<file path="src/hw/fpu_pkg.sv">
package fpu_pkg;

    // one IEEE-754 single-precision word.
    typedef logic [31:0] fp_t;

    // operation code presented with each strobe.
    typedef logic [3:0] oper_t;

    // field view of an fp_t.
    typedef struct packed {
        logic       sign;
        logic [7:0] exp;
        logic [22:0] mant;
    } fp_fields_t;

    // opcodes; every other code, zero included, is unknown.
    localparam oper_t OP_ADD = 4'd1;
    localparam oper_t OP_SUB = 4'd2;
    localparam oper_t OP_MUL = 4'd3;
    localparam oper_t OP_ABS = 4'd4;
    localparam oper_t OP_MAX = 4'd5;
    localparam oper_t OP_MIN = 4'd6;
    localparam oper_t OP_NEG = 4'd7;
    localparam oper_t OP_DIV = 4'd8;

    localparam logic [7:0] EXP_BIAS = 8'd127;

    // largest finite magnitude, used when an exponent overflows.
    localparam logic [30:0] FP_MAX_MAG = 31'h7f7f_ffff;

    // quotient bits produced by the divider, 24 significand bits plus two guard bits.
    localparam int DIV_QBITS = 26;

    // cycles from an accepted divide strobe to the vldout pulse of the unit.
    localparam int DIV_LATENCY = DIV_QBITS + 2;

    typedef enum logic [1:0] {
        DIV_IDLE,
        DIV_ITER,
        DIV_PACK
    } div_state_e;

endpackage

</file>
<file path="src/hw/float_unit.sv">
`timescale 1ns/1ps

module float_unit (
    input  logic           clk,
    input  logic           reset,
    input  logic           vldin,
    input  fpu_pkg::oper_t oper,
    input  fpu_pkg::fp_t   src0,
    input  fpu_pkg::fp_t   src1,
    output fpu_pkg::fp_t   result,
    output logic           vldout,
    output logic           div_busy
);
    import fpu_pkg::*;

    fp_t  src1_addend;
    fp_t  add_out;
    fp_t  mul_out;
    fp_t  div_out;
    fp_t  next_result;
    logic src0_gt;
    logic src1_gt;
    logic div_start;
    logic div_done;

    // subtract is an add with the sign of src1 flipped.
    assign src1_addend = (oper == OP_SUB) ? {~src1[31], src1[30:0]} : src1;
    assign div_start = vldin && (oper == OP_DIV);

    fp_compare u_gt0 (.a(src0), .b(src1), .gt(src0_gt));
    fp_compare u_gt1 (.a(src1), .b(src0), .gt(src1_gt));

    fp_adder u_add (.a(src0), .b(src1_addend), .sum(add_out));

    fp_multiplier u_mul (.a(src0), .b(src1), .product(mul_out));

    fp_divider u_div (
        .clk      (clk),
        .reset    (reset),
        .start    (div_start),
        .a        (src0),
        .b        (src1),
        .quotient (div_out),
        .done     (div_done),
        .busy     (div_busy)
    );

    // min and max both fall back to src1 when the operands compare equal.
    always_comb begin
        case (oper)
            OP_ADD, OP_SUB: next_result = add_out;
            OP_MUL:         next_result = mul_out;
            OP_ABS:         next_result = {1'b0, src0[30:0]};
            OP_NEG:         next_result = {~src0[31], src0[30:0]};
            OP_MAX:         next_result = src0_gt ? src0 : src1;
            OP_MIN:         next_result = src1_gt ? src0 : src1;
            default:        next_result = '0;
        endcase
    end

    // a finishing divide wins the output register over a same-cycle strobe.
    always_ff @(posedge clk) begin
        if (reset) begin
            result <= '0;
            vldout <= 1'b0;
        end else begin
            vldout <= div_done || (vldin && !div_start);
            if (div_done) begin
                result <= div_out;
            end else if (vldin && !div_start) begin
                result <= next_result;
            end
        end
    end

endmodule

</file>
<file path="src/hw/fp_adder.sv">
`timescale 1ns/1ps

module fp_adder (
    input  fpu_pkg::fp_t a,
    input  fpu_pkg::fp_t b,
    output fpu_pkg::fp_t sum
);
    import fpu_pkg::*;

    fp_fields_t        fa;
    fp_fields_t        fb;
    fp_fields_t        op_hi;
    fp_fields_t        op_lo;
    logic              a_larger;
    logic [7:0]        shift;
    logic [25:0]       hi_sig;
    logic [25:0]       lo_sig;
    logic [25:0]       aligned;
    logic [26:0]       raw;
    logic [4:0]        lz;
    logic [25:0]       norm;
    logic signed [9:0] exp_out;

    function automatic logic [4:0] count_lz(input logic [25:0] v);
        logic [4:0] n;
        logic       found;
        n = 5'd0;
        found = 1'b0;
        for (int i = 25; i >= 0; i--) begin
            if (v[i]) begin
                found = 1'b1;
            end else if (!found) begin
                n = n + 5'd1;
            end
        end
        return n;
    endfunction

    assign fa = a;
    assign fb = b;

    // the larger magnitude goes first so the significand difference never goes negative.
    assign a_larger = {fa.exp, fa.mant} >= {fb.exp, fb.mant};
    assign op_hi = a_larger ? fa : fb;
    assign op_lo = a_larger ? fb : fa;
    assign shift = op_hi.exp - op_lo.exp;

    // two guard bits below the significand keep a little precision through alignment.
    assign hi_sig = (op_hi.exp == 8'd0) ? '0 : {1'b1, op_hi.mant, 2'b00};
    assign lo_sig = (op_lo.exp == 8'd0) ? '0 : {1'b1, op_lo.mant, 2'b00};
    assign aligned = lo_sig >> shift;

    assign raw = (op_hi.sign == op_lo.sign) ? {1'b0, hi_sig} + {1'b0, aligned}
                                            : {1'b0, hi_sig} - {1'b0, aligned};

    assign lz = count_lz(raw[25:0]);
    assign norm = raw[25:0] << lz;

    always_comb begin
        if (raw[26]) begin
            exp_out = {2'b00, op_hi.exp} + 10'd1;
        end else begin
            exp_out = {2'b00, op_hi.exp} - {5'd0, lz};
        end

        if (raw == '0) begin
            // exact cancellation gives positive zero.
            sum = '0;
        end else if (exp_out <= 0) begin
            sum = {op_hi.sign, 31'd0};
        end else if (exp_out >= 255) begin
            sum = {op_hi.sign, FP_MAX_MAG};
        end else if (raw[26]) begin
            sum = {op_hi.sign, exp_out[7:0], raw[25:3]};
        end else begin
            sum = {op_hi.sign, exp_out[7:0], norm[24:2]};
        end
    end

endmodule

</file>
<file path="src/hw/fp_compare.sv">
`timescale 1ns/1ps

module fp_compare (
    input  fpu_pkg::fp_t a,
    input  fpu_pkg::fp_t b,
    output logic         gt
);
    import fpu_pkg::*;

    fp_fields_t  fa;
    fp_fields_t  fb;
    logic [30:0] mag_a;
    logic [30:0] mag_b;

    assign fa = a;
    assign fb = b;

    // a zero exponent counts as zero, so denormals order like zeros.
    assign mag_a = (fa.exp == 8'd0) ? '0 : {fa.exp, fa.mant};
    assign mag_b = (fb.exp == 8'd0) ? '0 : {fb.exp, fb.mant};

    always_comb begin
        if (mag_a == '0 && mag_b == '0) begin
            gt = 1'b0;
        end else if (fa.sign != fb.sign) begin
            gt = ~fa.sign;
        end else if (fa.sign) begin
            // both negative, so the smaller magnitude is the greater number.
            gt = mag_a < mag_b;
        end else begin
            gt = mag_a > mag_b;
        end
    end

endmodule

</file>
<file path="src/hw/fp_divider.sv">
`timescale 1ns/1ps

module fp_divider (
    input  logic         clk,
    input  logic         reset,
    input  logic         start,
    input  fpu_pkg::fp_t a,
    input  fpu_pkg::fp_t b,
    output fpu_pkg::fp_t quotient,
    output logic         done,
    output logic         busy
);
    import fpu_pkg::*;

    localparam int STEP_W = $clog2(DIV_LATENCY);

    // one capture cycle and one pack cycle surround the iterations, so done
    // comes DIV_LATENCY - 1 cycles after start.
    localparam int LAST_STEP = DIV_LATENCY - 3;

    div_state_e           state;
    logic [STEP_W-1:0]    step;
    fp_fields_t           fa;
    fp_fields_t           fb;
    logic                 q_sign;
    logic                 q_zero;
    logic signed [9:0]    q_exp;
    logic [24:0]          rem;
    logic [23:0]          divisor;
    logic [DIV_QBITS-1:0] quo;
    logic [25:0]          trial;
    logic signed [9:0]    pack_exp;
    logic [22:0]          pack_mant;

    assign fa = a;
    assign fb = b;

    always_ff @(posedge clk) begin
        if (reset) begin
            state <= DIV_IDLE;
            step <= '0;
        end else begin
            case (state)
                DIV_IDLE: begin
                    if (start) begin
                        state <= DIV_ITER;
                        step <= '0;
                    end
                end
                DIV_ITER: begin
                    step <= step + 1'b1;
                    if (step == STEP_W'(LAST_STEP)) begin
                        state <= DIV_PACK;
                    end
                end
                default: state <= DIV_IDLE;
            endcase
        end
    end

    // the top bit of trial is the borrow of the restoring subtraction.
    assign trial = {1'b0, rem} - {2'b00, divisor};

    always_ff @(posedge clk) begin
        if (state == DIV_IDLE && start) begin
            q_sign <= fa.sign ^ fb.sign;
            q_zero <= (fa.exp == 8'd0) || (fb.exp == 8'd0);
            q_exp <= {2'b00, fa.exp} - {2'b00, fb.exp} + {2'b00, EXP_BIAS};
            rem <= {2'b01, fa.mant};
            divisor <= {1'b1, fb.mant};
            quo <= '0;
        end else if (state == DIV_ITER) begin
            if (trial[25]) begin
                rem <= {rem[23:0], 1'b0};
                quo <= {quo[DIV_QBITS-2:0], 1'b0};
            end else begin
                rem <= {trial[23:0], 1'b0};
                quo <= {quo[DIV_QBITS-2:0], 1'b1};
            end
        end
    end

    // the first quotient bit has weight one, and the ratio lies in (0.5, 2).
    always_comb begin
        if (quo[DIV_QBITS-1]) begin
            pack_exp = q_exp;
            pack_mant = quo[DIV_QBITS-2 -: 23];
        end else begin
            pack_exp = q_exp - 10'sd1;
            pack_mant = quo[DIV_QBITS-3 -: 23];
        end

        if (q_zero || pack_exp <= 0) begin
            quotient = {q_sign, 31'd0};
        end else if (pack_exp >= 255) begin
            quotient = {q_sign, FP_MAX_MAG};
        end else begin
            quotient = {q_sign, pack_exp[7:0], pack_mant};
        end
    end

    assign done = (state == DIV_PACK);
    assign busy = (state != DIV_IDLE);

endmodule

</file>
<file path="src/hw/fp_multiplier.sv">
`timescale 1ns/1ps

module fp_multiplier (
    input  fpu_pkg::fp_t a,
    input  fpu_pkg::fp_t b,
    output fpu_pkg::fp_t product
);
    import fpu_pkg::*;

    fp_fields_t        fa;
    fp_fields_t        fb;
    logic              p_sign;
    logic              any_zero;
    logic [47:0]       prod;
    logic signed [9:0] exp_sum;
    logic signed [9:0] exp_out;
    logic [22:0]       mant_out;

    assign fa = a;
    assign fb = b;

    assign p_sign = fa.sign ^ fb.sign;
    assign any_zero = (fa.exp == 8'd0) || (fb.exp == 8'd0);

    assign prod = {1'b1, fa.mant} * {1'b1, fb.mant};
    assign exp_sum = {2'b00, fa.exp} + {2'b00, fb.exp} - {2'b00, EXP_BIAS};

    // the product of two significands in [1,2) lies in [1,4), so one shift is enough.
    always_comb begin
        if (prod[47]) begin
            exp_out = exp_sum + 10'sd1;
            mant_out = prod[46:24];
        end else begin
            exp_out = exp_sum;
            mant_out = prod[45:23];
        end
    end

    always_comb begin
        if (any_zero || exp_out <= 0) begin
            product = {p_sign, 31'd0};
        end else if (exp_out >= 255) begin
            product = {p_sign, FP_MAX_MAG};
        end else begin
            product = {p_sign, exp_out[7:0], mant_out};
        end
    end

endmodule

</file>
<file path="config.mk">
export PLATFORM = sky130hd
export DESIGN_NAME = float_unit
export DESIGN_NICKNAME = d
export VERILOG_FILES = /design/src/hw/fpu_pkg.sv /design/src/hw/float_unit.sv /design/src/hw/fp_adder.sv /design/src/hw/fp_compare.sv /design/src/hw/fp_divider.sv /design/src/hw/fp_multiplier.sv
export SDC_FILE = /design/constraint.sdc
export NUM_CORES = 2
export LEC_CHECK = 0
export CAP_MARGIN = 0
export CORE_ASPECT_RATIO = 0.9
export CORE_UTILIZATION = 65
export DETAILED_ROUTE_END_ITERATION = 6
export DONT_BUFFER_PORTS = 1
export PLACE_DENSITY = 0.86
export SYNTH_ARGS = -nofsm -noshare
export SYNTH_HDL_FRONTEND = slang
export SYNTH_SLANG_ARGS = --single-unit
export TNS_END_PERCENT = 100
</file>
<file path="constraint.sdc">
create_clock -name clk -period 47.6 [get_ports clk]
set_input_delay 11.9 -clock clk [delete_from_list [all_inputs] [get_ports clk]]
set_output_delay 11.9 -clock clk [all_outputs]
set_load 0.1 [all_outputs]
</file>
==> metrics.yaml <==
run_status:
  status: "finished, violations left"
  violations: "design-rule violations, max-capacitance violations, max-slew violations"
synthesis:
  synth.net_count: 5825
  ys_types: 102
  syn_area_per_cell_um2: 7.813
  post-synth-top-count-cell: "inv_1"
  synth_common_cells: "inv_1, nand2_1, fa_1"
  synth_area_mm2: 0.03845
  synth_seq_cells: 126
  synth_ff_type: "dfxtp_1"
  synth_area_leaders: "fa_1, ha_1, inv_1, nand2_1, edfxtp_1"
  synth_edf_count: 58
  yosysWarningCount: 0
  synth_cells: 4922
  synth_top_area_cell: "fa_1"
  synth-seq-area-share_pct: 8.070
  synth_top_cell_area_share_pct: 25.30
  ys_async_sr_fraction_pct: 0
floorplan:
  start_util_pct: 65.80
  ios: 105
  fp.dieArea_mm2: 0.06014
  coreArea_mm2: 0.05844
  fp.dieW_um: 258.4
  row_count: 84
  die_height_um: 232.7
layout:
  nNetsFinal: 5603
  final_layout_size_suffix_gt1_share_pct: 4.053
  fill_cells: 4751
  multi_input_area_mm2: 0.03171
  seq_area_mm2: 0.003103
  synthToLayoutAreaGrowth_pct: 2.421
timing:
  finalHoldViolations: 0
  tightest_slew_ns: 1.605
  drv_slew: 7
  relSlewSlack_pct: -8.163
  fin_skew_ns: 0.01848
  min_period_ns: 41.15
  clock.fmax_ghz: 0.02430
  fin_ws_ns: 6.454
  setup_tns_ns: 0
  rsz0062_at_grt: "no"
  timing.final.crit_share_pct: 86.44
  setup_viol: 0
  whs_ns: 0.4581
routing:
  drc: 18
  first_iter_violations: 4685
  antenna_left: 0
  route.vias.total: 37060
  wl_per_cell_um: 25.49
  viasPerCell: 6.744
  first_pass_iters: 7
  routed_wl_um: 140100
min_path:
  hp-start: "u_div.quo[0]"
  hold_path.class: "flip-flop to flip-flop"
  worstHoldEndpoint: "u_div.quo[1]"
  min_delay_path_depth: 2
clocking:
  clk_pin_slew_ns: 0.06
  cts.sinks: 126
  cts_inserted_buffers: 17
  post_cts_buffers: 0
  root_buffer: "clkbuf_16"
  worstSkewPairLatency_ns: 0.44
  ctsResizeCount: 0
  ctsHoldBuffers: 0
  cts.path.max_buffers: 2
  cts_max_level: 4
  tritoncts: "yes"
grt:
  grt_usage_pct: 47.03
  grt-ovfl-total: 0
  grt_pass1_vias: 36560
  grt_max_degree: 73
  antenna_found_initial: 8
  grt_pass1_wl_um: 215300
critical_path:
  cp-end-kind: "flip-flop"
  r2r_end: "u_div.rem[13]"
  rrSetupSlack_ns: 41.91
  worstSetupPathType: "input port to flip-flop"
  crit_required_ns: 47.96
  cp_max_fo: 31
  max_stage_delay_ns: 1.02
  rr_startpoint: "u_div.divisor[1]"
  arrival_ns: 41.51
  timing.reg2reg.worst_path_depth: 24
  crit_top_cell: "ha_1"
  worst_path_max_delay_cell: "o41a_1"
  critPathLaunchType: "input port"
placed_design:
  io_buffers: 0
  place_ws_ns: 6.676
  gp_congestion: 1.091
  hpwl_um: 102800
job:
  max_cap_violations: 3
stage by stage:
stage                     utilization, %  cells  instance area, µm²
after floorplan                        -   4922               38450
after global placement             66.32   5455               38750
after detailed placement           66.32   5455               38750
after CTS                          67.36   5487               39360
after global routing               67.36   5487               39360
final                              67.40   5495               39380
kinds of logic (layout without fill, tap and decap cells):
logic type      count (synthesis)  after routing  share of synthesized area [%]
simple gates                 1639           1639                          19.75
xor+xnor                      171            171                          4.227
mux                           139            139                          4.132
flops                         126            126                          8.070
compound gates               1030           1030                          17.50
other cells                     0              8                              0
fa+ha+maj                     835            835                          36.64
buf+inv                       982            773                          9.683
layout make-up:
class	instances	share of cell area (%)
flip-flops and latches	126	7.879
inverters	690	6.576
clock inverters	15	0.4670
multi-input cells	3814	80.52
clock buffers	17	1.080
diodes	8	0.05083
repair buffers	51	0.9721
well taps	774	2.459
worst max-delay path by stage:
stage                             to  slack [ns]      from  cells past startpoint
final                     result[25]        6.45  src1[28]                    126
after CTS                 result[19]        7.00  src1[28]                    126
after global placement    result[21]        7.26  src1[28]                    126
after detailed placement  result[19]        6.68  src1[28]                    126
after floorplan           result[19]        8.39   src0[0]                    137
after global routing      result[25]        4.08  src1[28]                    126
worst max-delay path: cells and delay by family:
kind                       cells  cell delay [ns]
adders and majority gates     28             9.04
AOI/OAI and AO/OA             39             8.72
and+or+nand+nor               37             6.83
muxes                         12             2.59
xor gates and xnor gates       5             1.18
buffers and inverters          5             1.12
flip-flops by register name (all words and copies together), names as in the netlist:
name / count
u_div.quo: 26
u_div.divisor: 23
vldout: 1
u_div.q_exp: 10
u_div.state: 2
u_div.rem: 25
result: 32
u_div.q_sign: 1
u_div.step: 5
u_div.q_zero: 1
metal layers:
metal	routed length (µm)	part of all wire, %	vias to the layer above	GRT usage [%]
met2	58270	42	2616	69.75
met4	9266	6.6	10	24.70
met3	21080	15	623	16.45
met1	51330	37	17810	60.27
met5	105	0.075	-	0.2451
li1	-	-	16000	-
layout by cell type, fill, tap and decap left out, types with 51 or more instances in the layout:
master / n
xnor2_1: 103
a21oi_1: 291
nor2b_1: 54
edfxtp_1: 58
xor2_1: 56
a21o_1: 57
inv_1: 683
fa_1: 486
a211oi_1: 58
ha_1: 345
mux2i_1: 98
nand2_1: 651
o21ai_0: 225
nor2_1: 381
buf_4: 51
nor3_1: 90
nand3_1: 63
dfxtp_1: 68
and2_1: 188
Power is left out: the tool's default activity adds up to more than one toggle a clock period on the data nets, which glitch-free logic cannot reach.
